File: src/pipe_pkg.sv
package pipe_pkg;

    ////////////////////
    // datapath widths
    ////////////////////

    localparam int DATA_W   = 16;
    localparam int INSTR_W  = 16;
    localparam int NUM_REGS = 8;
    localparam int REG_W    = $clog2(NUM_REGS);
    // trace cycle stamps, two of them fill one bus word
    localparam int CYC_W    = 16;

    // instruction fields: opcode, rd, rs1, rs2 from the top down
    localparam int OPC_W   = 4;
    localparam int OPC_LSB = 12;
    localparam int RD_LSB  = 9;
    localparam int RS1_LSB = 6;
    localparam int RS2_LSB = 3;
    // ldi immediate in the low byte, zero extended
    localparam int IMM_W   = 8;

    typedef enum logic [OPC_W-1:0] {
        OP_NOP  = 4'h0,
        OP_LDI  = 4'h1,
        OP_ADD  = 4'h2,
        OP_SUB  = 4'h3,
        OP_AND  = 4'h4,
        OP_XOR  = 4'h5,
        OP_HALT = 4'hf
    } opcode_t;

    ////////////////////
    // host address map
    ////////////////////

    // word addresses, the low IDX_W bits index inside a region
    localparam int ADR_W = 9;
    localparam int IDX_W = 6;

    localparam logic [ADR_W-1:0] ADR_IMEM_BASE      = 9'h000;
    localparam logic [ADR_W-1:0] ADR_CTRL           = 9'h040;
    localparam logic [ADR_W-1:0] ADR_STATUS         = 9'h041;
    localparam logic [ADR_W-1:0] ADR_TRACE_CYC_BASE = 9'h080;
    localparam logic [ADR_W-1:0] ADR_TRACE_RES_BASE = 9'h0c0;

endpackage

File: src/exec_core.sv
`timescale 1ns/1ps

module exec_core (
    input  logic                         clk,
    input  logic                         rst,
    input  logic                         fetch_fire,
    input  logic [pipe_pkg::INSTR_W-1:0] fetch_instr,
    output logic [pipe_pkg::DATA_W-1:0]  wb_result
);
    import pipe_pkg::*;

    // general registers, r0 included
    logic [DATA_W-1:0] rf [NUM_REGS];

    // decode
    logic              v_d;
    opcode_t           op_d;
    logic [REG_W-1:0]  rd_d;
    logic [REG_W-1:0]  rs1_d;
    logic [REG_W-1:0]  rs2_d;
    logic [DATA_W-1:0] imm_d;
    logic              we_d;
    logic [DATA_W-1:0] opa_d;
    logic [DATA_W-1:0] opb_d;

    // execute
    logic              v_e;
    opcode_t           op_e;
    logic [REG_W-1:0]  rd_e;
    logic              we_e;
    logic [DATA_W-1:0] opa_e;
    logic [DATA_W-1:0] opb_e;
    logic [DATA_W-1:0] imm_e;
    logic [DATA_W-1:0] alu_e;

    // memory, timing only
    logic              v_m;
    logic [REG_W-1:0]  rd_m;
    logic              we_m;
    logic [DATA_W-1:0] res_m;

    // writeback
    logic              v_w;
    logic [REG_W-1:0]  rd_w;
    logic              we_w;
    logic [DATA_W-1:0] res_w;

    ////////////////////
    // decode
    ////////////////////

    assign op_d  = opcode_t'(fetch_instr[OPC_LSB +: OPC_W]);
    assign rd_d  = fetch_instr[RD_LSB +: REG_W];
    assign rs1_d = fetch_instr[RS1_LSB +: REG_W];
    assign rs2_d = fetch_instr[RS2_LSB +: REG_W];
    assign imm_d = DATA_W'(fetch_instr[IMM_W-1:0]);
    // undefined codes write nothing, like nop
    assign we_d  = op_d inside {OP_LDI, OP_ADD, OP_SUB, OP_AND, OP_XOR};

    // operand lookup, youngest producer wins
    // the writeback hit is the bypass of this cycle's register file write
    function automatic logic [DATA_W-1:0] fwd(input logic [REG_W-1:0] rs);
        logic [DATA_W-1:0] val;
        if (v_e && we_e && rd_e == rs) begin
            val = alu_e;
        end else if (v_m && we_m && rd_m == rs) begin
            val = res_m;
        end else if (v_w && we_w && rd_w == rs) begin
            val = res_w;
        end else begin
            val = rf[rs];
        end
        return val;
    endfunction

    always_comb begin
        opa_d = fwd(rs1_d);
        opb_d = fwd(rs2_d);
    end

    ////////////////////
    // execute
    ////////////////////

    // 16 bit wraparound on add and sub
    always_comb begin
        case (op_e)
            OP_LDI:  alu_e = imm_e;
            OP_ADD:  alu_e = opa_e + opb_e;
            OP_SUB:  alu_e = opa_e - opb_e;
            OP_AND:  alu_e = opa_e & opb_e;
            OP_XOR:  alu_e = opa_e ^ opb_e;
            default: alu_e = '0;
        endcase
    end

    ////////////////////
    // pipeline registers
    ////////////////////

    // valid bits, a bubble enters whenever fetch does not fire
    always_ff @(posedge clk) begin
        if (rst) begin
            v_d <= 1'b0;
            v_e <= 1'b0;
            v_m <= 1'b0;
            v_w <= 1'b0;
        end else begin
            v_d <= fetch_fire;
            v_e <= v_d;
            v_m <= v_e;
            v_w <= v_m;
        end
    end

    // payload follows its valid bit
    always_ff @(posedge clk) begin
        op_e  <= op_d;
        rd_e  <= rd_d;
        we_e  <= we_d;
        opa_e <= opa_d;
        opb_e <= opb_d;
        imm_e <= imm_d;
        rd_m  <= rd_e;
        we_m  <= we_e;
        res_m <= alu_e;
        rd_w  <= rd_m;
        we_w  <= we_m;
        res_w <= res_m;
    end

    // register file write at the end of writeback
    always_ff @(posedge clk) begin
        if (v_w && we_w) begin
            rf[rd_w] <= res_w;
        end
    end

    // retiring result, 0 for a bubble
    assign wb_result = v_w ? res_w : '0;

endmodule

File: src/fetch_stage.sv
`timescale 1ns/1ps

module fetch_stage #(
    parameter int IMEM_DEPTH = 64
) (
    input  logic                         clk,
    input  logic                         rst,
    input  logic                         run,
    input  logic                         hold,
    input  logic                         imem_we,
    input  logic [pipe_pkg::IDX_W-1:0]   imem_waddr,
    input  logic [pipe_pkg::INSTR_W-1:0] imem_wdata,
    output logic                         fetch_fire,
    output logic [pipe_pkg::INSTR_W-1:0] fetch_instr,
    output logic                         halted
);
    import pipe_pkg::*;

    // memory index width, and a pc that can also reach IMEM_DEPTH itself
    localparam int AW   = $clog2(IMEM_DEPTH);
    localparam int PC_W = $clog2(IMEM_DEPTH + 1);

    logic [INSTR_W-1:0] imem [IMEM_DEPTH];
    logic [PC_W-1:0]    pc;
    logic [INSTR_W-1:0] cur_word;

    // host writes, addresses past the depth are dropped
    always_ff @(posedge clk) begin
        if (imem_we && 32'(imem_waddr) < IMEM_DEPTH) begin
            imem[imem_waddr[AW-1:0]] <= imem_wdata;
        end
    end

    assign cur_word = imem[pc[AW-1:0]];

    // issue while running, not held, not halted and still inside the program
    assign fetch_fire = run && !hold && !halted && (32'(pc) < IMEM_DEPTH);

    always_ff @(posedge clk) begin
        if (rst) begin
            pc     <= '0;
            halted <= 1'b0;
        end else if (!run) begin
            // stopped, so the next start begins at word 0
            pc     <= '0;
            halted <= 1'b0;
        end else if (fetch_fire) begin
            pc <= pc + 1'b1;
            // halt is the last word issued
            if (cur_word[OPC_LSB +: OPC_W] == OP_HALT) begin
                halted <= 1'b1;
            end
        end
    end

    // fetched word, consumed by decode in the next cycle
    always_ff @(posedge clk) begin
        if (fetch_fire) begin
            fetch_instr <= cur_word;
        end
    end

endmodule

File: src/pipe_trace_top.sv
`timescale 1ns/1ps

module pipe_trace_top #(
    parameter int IMEM_DEPTH  = 64,
    parameter int TRACE_DEPTH = 64
) (
    input  logic                       clk,
    input  logic                       rst,
    input  logic                       wb_cyc,
    input  logic                       wb_stb,
    input  logic                       wb_we,
    input  logic [pipe_pkg::ADR_W-1:0] wb_adr,
    input  logic [31:0]                wb_dat_w,
    output logic [31:0]                wb_dat_r,
    output logic                       wb_ack
);
    import pipe_pkg::*;

    // host side
    logic               imem_we;
    logic [IDX_W-1:0]   imem_waddr;
    logic [INSTR_W-1:0] imem_wdata;
    logic               run;
    logic               hold;
    logic [IDX_W-1:0]   trace_idx;

    // pipeline and tracker
    logic               fetch_fire;
    logic [INSTR_W-1:0] fetch_instr;
    logic               halted;
    logic [DATA_W-1:0]  wb_result;
    logic [CYC_W-1:0]   trace_fetch_cyc;
    logic [CYC_W-1:0]   trace_retire_cyc;
    logic [DATA_W-1:0]  trace_result;
    logic [7:0]         retired_count;

    wb_host_regs wb_host_regs_i (
        .clk              (clk),
        .rst              (rst),
        .wb_cyc           (wb_cyc),
        .wb_stb           (wb_stb),
        .wb_we            (wb_we),
        .wb_adr           (wb_adr),
        .wb_dat_w         (wb_dat_w),
        .wb_dat_r         (wb_dat_r),
        .wb_ack           (wb_ack),
        .halted           (halted),
        .retired_count    (retired_count),
        .trace_fetch_cyc  (trace_fetch_cyc),
        .trace_retire_cyc (trace_retire_cyc),
        .trace_result     (trace_result),
        .imem_we          (imem_we),
        .imem_waddr       (imem_waddr),
        .imem_wdata       (imem_wdata),
        .run              (run),
        .hold             (hold),
        .trace_idx        (trace_idx)
    );

    fetch_stage #(
        .IMEM_DEPTH (IMEM_DEPTH)
    ) fetch_stage_i (
        .clk         (clk),
        .rst         (rst),
        .run         (run),
        .hold        (hold),
        .imem_we     (imem_we),
        .imem_waddr  (imem_waddr),
        .imem_wdata  (imem_wdata),
        .fetch_fire  (fetch_fire),
        .fetch_instr (fetch_instr),
        .halted      (halted)
    );

    exec_core exec_core_i (
        .clk         (clk),
        .rst         (rst),
        .fetch_fire  (fetch_fire),
        .fetch_instr (fetch_instr),
        .wb_result   (wb_result)
    );

    // tracker sees the same fire strobe as the core
    trace_unit #(
        .TRACE_DEPTH (TRACE_DEPTH)
    ) trace_unit_i (
        .clk              (clk),
        .rst              (rst),
        .run              (run),
        .fetch_fire       (fetch_fire),
        .wb_result        (wb_result),
        .trace_idx        (trace_idx),
        .trace_fetch_cyc  (trace_fetch_cyc),
        .trace_retire_cyc (trace_retire_cyc),
        .trace_result     (trace_result),
        .retired_count    (retired_count)
    );

endmodule

File: src/trace_unit.sv
`timescale 1ns/1ps

module trace_unit #(
    parameter int TRACE_DEPTH = 64
) (
    input  logic                        clk,
    input  logic                        rst,
    input  logic                        run,
    input  logic                        fetch_fire,
    input  logic [pipe_pkg::DATA_W-1:0] wb_result,
    input  logic [pipe_pkg::IDX_W-1:0]  trace_idx,
    output logic [pipe_pkg::CYC_W-1:0]  trace_fetch_cyc,
    output logic [pipe_pkg::CYC_W-1:0]  trace_retire_cyc,
    output logic [pipe_pkg::DATA_W-1:0] trace_result,
    output logic [7:0]                  retired_count
);
    import pipe_pkg::*;

    localparam int SEQ_W = $clog2(TRACE_DEPTH);

    // cycle counter, 0 in the first running cycle
    logic [CYC_W-1:0]  cyc;

    // sequence number of the next fetch, then one copy per later stage
    logic [SEQ_W-1:0]  fetch_seq;
    logic [SEQ_W-1:0]  seq_d;
    logic [SEQ_W-1:0]  seq_e;
    logic [SEQ_W-1:0]  seq_m;
    logic [SEQ_W-1:0]  seq_w;
    logic              v_d;
    logic              v_e;
    logic              v_m;
    logic              v_w;

    // trace buffer, one entry per sequence number
    logic [CYC_W-1:0]  fetch_cyc_mem  [TRACE_DEPTH];
    logic [CYC_W-1:0]  retire_cyc_mem [TRACE_DEPTH];
    logic [DATA_W-1:0] result_mem     [TRACE_DEPTH];

    always_ff @(posedge clk) begin
        if (rst || !run) begin
            cyc <= '0;
        end else begin
            cyc <= cyc + 1'b1;
        end
    end

    ////////////////////
    // stage tracking
    ////////////////////

    always_ff @(posedge clk) begin
        if (rst) begin
            fetch_seq     <= '0;
            retired_count <= '0;
            v_d           <= 1'b0;
            v_e           <= 1'b0;
            v_m           <= 1'b0;
            v_w           <= 1'b0;
        end else begin
            if (!run) begin
                fetch_seq <= '0;
            end else if (fetch_fire) begin
                fetch_seq <= fetch_seq + 1'b1;
            end
            if (!run) begin
                retired_count <= '0;
            end else if (v_w) begin
                retired_count <= retired_count + 1'b1;
            end
            // same four steps as the core valid bits
            v_d <= fetch_fire;
            v_e <= v_d;
            v_m <= v_e;
            v_w <= v_m;
        end
    end

    always_ff @(posedge clk) begin
        seq_d <= fetch_seq;
        seq_e <= seq_d;
        seq_m <= seq_e;
        seq_w <= seq_m;
    end

    ////////////////////
    // trace buffer
    ////////////////////

    // fetch stamp on issue, retire stamp and result at writeback
    always_ff @(posedge clk) begin
        if (fetch_fire && 32'(fetch_seq) < TRACE_DEPTH) begin
            fetch_cyc_mem[fetch_seq] <= cyc;
        end
        if (v_w && 32'(seq_w) < TRACE_DEPTH) begin
            retire_cyc_mem[seq_w] <= cyc;
            result_mem[seq_w]     <= wb_result;
        end
    end

    // host readout, indices past the depth read 0
    always_comb begin
        trace_fetch_cyc  = '0;
        trace_retire_cyc = '0;
        trace_result     = '0;
        if (32'(trace_idx) < TRACE_DEPTH) begin
            trace_fetch_cyc  = fetch_cyc_mem[trace_idx[SEQ_W-1:0]];
            trace_retire_cyc = retire_cyc_mem[trace_idx[SEQ_W-1:0]];
            trace_result     = result_mem[trace_idx[SEQ_W-1:0]];
        end
    end

endmodule

File: src/wb_host_regs.sv
`timescale 1ns/1ps

module wb_host_regs (
    input  logic                         clk,
    input  logic                         rst,
    input  logic                         wb_cyc,
    input  logic                         wb_stb,
    input  logic                         wb_we,
    input  logic [pipe_pkg::ADR_W-1:0]   wb_adr,
    input  logic [31:0]                  wb_dat_w,
    output logic [31:0]                  wb_dat_r,
    output logic                         wb_ack,
    input  logic                         halted,
    input  logic [7:0]                   retired_count,
    input  logic [pipe_pkg::CYC_W-1:0]   trace_fetch_cyc,
    input  logic [pipe_pkg::CYC_W-1:0]   trace_retire_cyc,
    input  logic [pipe_pkg::DATA_W-1:0]  trace_result,
    output logic                         imem_we,
    output logic [pipe_pkg::IDX_W-1:0]   imem_waddr,
    output logic [pipe_pkg::INSTR_W-1:0] imem_wdata,
    output logic                         run,
    output logic                         hold,
    output logic [pipe_pkg::IDX_W-1:0]   trace_idx
);
    import pipe_pkg::*;

    // access cycle, first cycle of a strobe before the ack
    logic                   acc;
    // upper address bits pick the region
    logic [ADR_W-IDX_W-1:0] region;
    logic [31:0]            rd_data;

    assign acc    = wb_cyc && wb_stb && !wb_ack;
    assign region = wb_adr[ADR_W-1:IDX_W];

    // ack one cycle after the strobe, for one cycle only
    always_ff @(posedge clk) begin
        if (rst) begin
            wb_ack <= 1'b0;
        end else begin
            wb_ack <= acc;
        end
    end

    // control register, run in bit 0 and hold in bit 1
    always_ff @(posedge clk) begin
        if (rst) begin
            run  <= 1'b0;
            hold <= 1'b0;
        end else if (acc && wb_we && wb_adr == ADR_CTRL) begin
            run  <= wb_dat_w[0];
            hold <= wb_dat_w[1];
        end
    end

    ////////////////////
    // program loading
    ////////////////////

    // strobe lands on the same edge that raises the ack
    assign imem_we    = acc && wb_we && region == ADR_IMEM_BASE[ADR_W-1:IDX_W];
    assign imem_waddr = wb_adr[IDX_W-1:0];
    assign imem_wdata = wb_dat_w[INSTR_W-1:0];

    ////////////////////
    // read path
    ////////////////////

    // trace entry selected by the low address bits in both trace regions
    assign trace_idx = wb_adr[IDX_W-1:0];

    always_comb begin
        rd_data = '0;
        if (wb_adr == ADR_CTRL) begin
            rd_data = {30'd0, hold, run};
        end else if (wb_adr == ADR_STATUS) begin
            rd_data = {8'd0, retired_count, 15'd0, halted};
        end else if (region == ADR_TRACE_CYC_BASE[ADR_W-1:IDX_W]) begin
            // retire stamp high, fetch stamp low
            rd_data = {trace_retire_cyc, trace_fetch_cyc};
        end else if (region == ADR_TRACE_RES_BASE[ADR_W-1:IDX_W]) begin
            rd_data = 32'(trace_result);
        end
        // imem region is write only and falls through as 0
    end

    // read data registered alongside the ack
    always_ff @(posedge clk) begin
        if (acc) begin
            wb_dat_r <= rd_data;
        end
    end

endmodule

File: config.mk
export PLATFORM = sky130hd
export DESIGN_NAME = pipe_trace_top
export DESIGN_NICKNAME = d
export VERILOG_FILES = /design/src/pipe_pkg.sv /design/src/exec_core.sv /design/src/fetch_stage.sv /design/src/pipe_trace_top.sv /design/src/trace_unit.sv /design/src/wb_host_regs.sv
export SDC_FILE = /design/constraint.sdc
export NUM_CORES = 2
export LEC_CHECK = 0
export BUFFER_PORTS_ARGS = -buffer_cell sky130_fd_sc_hd__buf_4
export CAP_MARGIN = 10
export CORE_UTILIZATION = 30
export CTS_CLUSTER_DIAMETER = 200
export DETAILED_ROUTE_END_ITERATION = 10
export GPL_ROUTABILITY_DRIVEN = 0
export SLEW_MARGIN = 20
export SYNTH_ARGS = -nofsm -noshare
export SYNTH_HDL_FRONTEND = slang
export SYNTH_MEMORY_MAX_BITS = 65536
export SYNTH_SLANG_ARGS = --single-unit
File: constraint.sdc
create_clock -name clk -period 6.3 [get_ports clk]
set_input_delay 0.315 -clock clk [delete_from_list [all_inputs] [get_ports clk]]
set_output_delay 0.315 -clock clk [all_outputs]
set_load 0.01 [all_outputs]
==> reports/qor.yml <==
status:
  run_status: "completed"
cells_and_area:
  drive_gt1_frac: 0.312
  fillers: 51278
  final_nets: 7904
  fin_area_um2: 197000
  layout.cells.non_filler: 15695
  syn2layout_area_growth_pct: 15.4
timing:
  tns_ns: 0
  fin_crit_sh: 0.702
  min_period_ns: 4.42
  max_slew_margin: 0.211
  hold_viol: 0
  setup_violations: 0
  grt_setup_unrepaired: "false"
  finClkSkew_ns: 0.131
  slew_viol_final: 0
  worst_slew_pin_slew_ns: 1.18
  max_freq_mhz: 226
  finalHoldWorstSlack_ns: 0.119
die:
  start_util: 0.302
  die_y_um: 757
  die_w_um: 757
  rows: 276
  io_pins: 79
  coreArea_um2: 566000
  dieArea_um2: 572000
job:
  cap_violations: 0
synthesis:
  synthArstFlopShare: 0
  synth-compound-area-share: 0.0103
  synth_top_family_by_area: "multiplexers"
  synth_area_leader_cell: "edfxtp_1"
  synthTopCellsByCount: "4272 x edfxtp_1, 1339 x mux4_2, 321 x nor2_1"
  synth_edf_count: 4272
  muxShareOfSynthArea: 0.184
  synth-seq-area-share: 0.771
  synth_top_area_share: 0.751
  synth_cell_types: 64
  ys_seq_elements: 4441
  synth_area_leaders: "edfxtp_1 75%, mux4_2 18%, dfxtp_1 2.0%, mux2i_1 0.76%, nor2_1 0.71%"
  synth_xor_area_frac: 0.00338
  synth_top_flop_cell: "edfxtp_1"
  syn_inst: 7372
  yosys_warnings: 0
  yosysMostFrequentCell: "edfxtp_1"
  syn-num-nets: 7455
  synthAdderAreaFrac: 0.00275
  synthSimpleGateAreaFrac: 0.0174
  synthesis.area_um2: 171000
  syn_avg_cell_area_um2: 23.2
clocking:
  cts_resized: 0
  cts_tree: "yes"
  clock_sinks: 4441
  postCtsSetupRepairBufs: 0
  clock_latency_ns: 1.04
  cts-root-buf: "clkbuf_16"
  clockBufferDepth: 4
  htreeDepth: 5
  cts_inserted_buffers: 438
  hold_buffers: 23
  clkTransAtPathRegs_ns: 0.06
place:
  dpl.hpwl_mm: 237
  portBuffers: 62
  dpl_cell_area_um2: 182000
  post-place-cells: 14863
routing:
  wire_per_inst_um: 27.1
  ant_nets: 0
  vias: 79665
  first_pass_iters: 6
  drtIter0Drc: 9285
  totalWireLength_mm: 426
  drc: 0
  viasPerCell: 5.08
power_and_ir_drop:
  finalPower_mw: 58.9
  p_leak_nw: 54.9
  ir_drop_uv: 267
  power_density_nw_per_um2: 299
grt:
  grt_max_degree: 137
  grt_pass1_wl_mm: 605
  grt_usage: 0.145
  overflow: 0
  antenna_found_initial: 26
  grt_pass1_vias: 82475
hold_path:
  hold_path_class: "primary input to flop"
  hold_end: "wb_host_regs_i.hold"
  min-delay-start: "wb_adr[7]"
  whs_path_depth: 6
critical_path:
  rr_worst_depth: 13
  crit_type: "flop to flop"
  critPathRequiredTime_ns: 7.09
  worst_setup_path_end_kind: "flop"
  timing.rr.start: "exec_core_i.op_e[1]"
  critPathLaunchType: "flop"
  r2r-end: "exec_core_i.opb_e[11]"
  r2r_slack_ns: 1.88
  cp_max_fo: 15
  crit_arrival_ns: 5.20
## cell families (layout without fill, tap and decap cells)
| logic type | Yosys count | count (layout) |
|---|---|---|
| multiplexers | 1472 | 1472 |
| AND/OR/NAND/NOR | 660 | 660 |
| flip-flops | 4441 | 4441 |
| other | 0 | 7 |
| adder cells (fa/ha/maj) | 37 | 37 |
| XOR/XNOR | 66 | 66 |
| buffers and inverters | 412 | 1222 |
| AO/OA/AOI/OAI | 284 | 284 |
## state kept, by name, summed over array words and instances (netlist names), 4 cells and up, named ones only
| register | flops |
|---|---|
| exec_core_i.rf | 128 |
| trace_unit_i.retired_count | 8 |
| wb_host_regs_i.wb_dat_r | 32 |
| trace_unit_i.fetch_cyc_mem | 1024 |
| exec_core_i.imm_e | 8 |
| exec_core_i.res_w | 16 |
| exec_core_i.op_e | 4 |
| trace_unit_i.cyc | 16 |
| trace_unit_i.seq_w | 6 |
| fetch_stage_i.imem | 1024 |
| trace_unit_i.seq_e | 6 |
| trace_unit_i.retire_cyc_mem | 1024 |
| exec_core_i.res_m | 16 |
| trace_unit_i.result_mem | 1024 |
| trace_unit_i.seq_m | 6 |
| fetch_stage_i.pc | 7 |
| exec_core_i.opa_e | 16 |
| exec_core_i.opb_e | 16 |
| fetch_stage_i.fetch_instr | 16 |
| trace_unit_i.seq_d | 6 |
| trace_unit_i.fetch_seq | 6 |
## layout by cell type (no fill, tap or decap), types with 21 or more instances in the layout
| master | instances |
|---|---|
| a211oi_1 | 27 |
| a21oi_1 | 80 |
| buf_12 | 21 |
| buf_4 | 346 |
| bufinv_16 | 40 |
| clkbuf_1 | 79 |
| clkbuf_16 | 445 |
| clkinv_1 | 100 |
| clkinv_2 | 77 |
| dfxtp_1 | 146 |
| dlygate4sd3_1 | 23 |
| edfxtp_1 | 4272 |
| ha_1 | 36 |
| inv_1 | 26 |
| mux2i_1 | 128 |
| mux4_2 | 1339 |
| nand2_1 | 136 |
| nand3_1 | 33 |
| nor2_1 | 190 |
| nor2_2 | 46 |
| nor2_4 | 85 |
| nor2b_1 | 29 |
| o21ai_0 | 75 |
| o22ai_1 | 30 |
| xor2_1 | 51 |
## area by class of cell
cell class,count,area [um2],area share
multi-input combinational,2519,38100,0.194
antenna,7,17.5,0.0000889
inverter,26,97.6,0.000495
clock inverter,264,2690,0.0136
clock buffer,537,11600,0.0589
sequential,4441,132000,0.669
timing repair buffer,395,3330,0.0169
tap,7506,9390,0.0477
## per-layer routing
| metal | global-route usage | routed length [um] |
|---|---|---|
| met1 | 0.198 | 175000 |
| met2 | 0.241 | 209000 |
| met3 | 0.0233 | 31300 |
| met4 | 0.0372 | 10600 |
| met5 | 0 | 22 |
## stage by stage
step | worst slack (ns) | utilization
6_report | 1.88 | 0.348
5_1_grt | 1.67 | 0.348
4_1_cts | 2.00 | 0.348
3_5_place_dp | 1.90 | 0.322
3_3_place_gp | 1.89 | 0.322
2_1_floorplan | 2.53 | -
## worst max-delay path by stage
| stage | slack (ns) | end | from | cells past startpoint |
|---|---|---|---|---|
| 2_1_floorplan | 2.53 | fetch_stage_i.imem[43][0] | wb_cyc | 7 |
| 3_3_place_gp | 1.89 | wb_host_regs_i.wb_dat_r[1] | wb_adr[0] | 9 |
| 3_5_place_dp | 1.90 | wb_host_regs_i.wb_dat_r[1] | wb_adr[0] | 8 |
| 4_1_cts | 2.00 | exec_core_i.opb_e[11] | exec_core_i.op_e[1] | 13 |
| 5_1_grt | 1.67 | exec_core_i.opb_e[11] | exec_core_i.op_e[1] | 13 |
| 6_report | 1.88 | exec_core_i.opb_e[11] | exec_core_i.op_e[1] | 13 |
## critical path: stages, from the launching register on
cell      delay (ns)
dfxtp_1         0.38
nor3b_1         0.20
buf_4           0.26
nand2_1         0.34
o41ai_1         0.20
xor2_1          0.20
ha_1            0.33
and3_1          0.23
a221o_1         0.32
a221oi_1        0.58
o21ai_0         0.31
xor2_1          0.20
a222oi_1        0.42
o21ai_0         0.20
## where the power goes
group	switching, mW	internal (mW)
logic	0.607	0.334
clock network	11.2	14.8
registers	0.0144	32.0
Power figures use the tool's default switching activity.
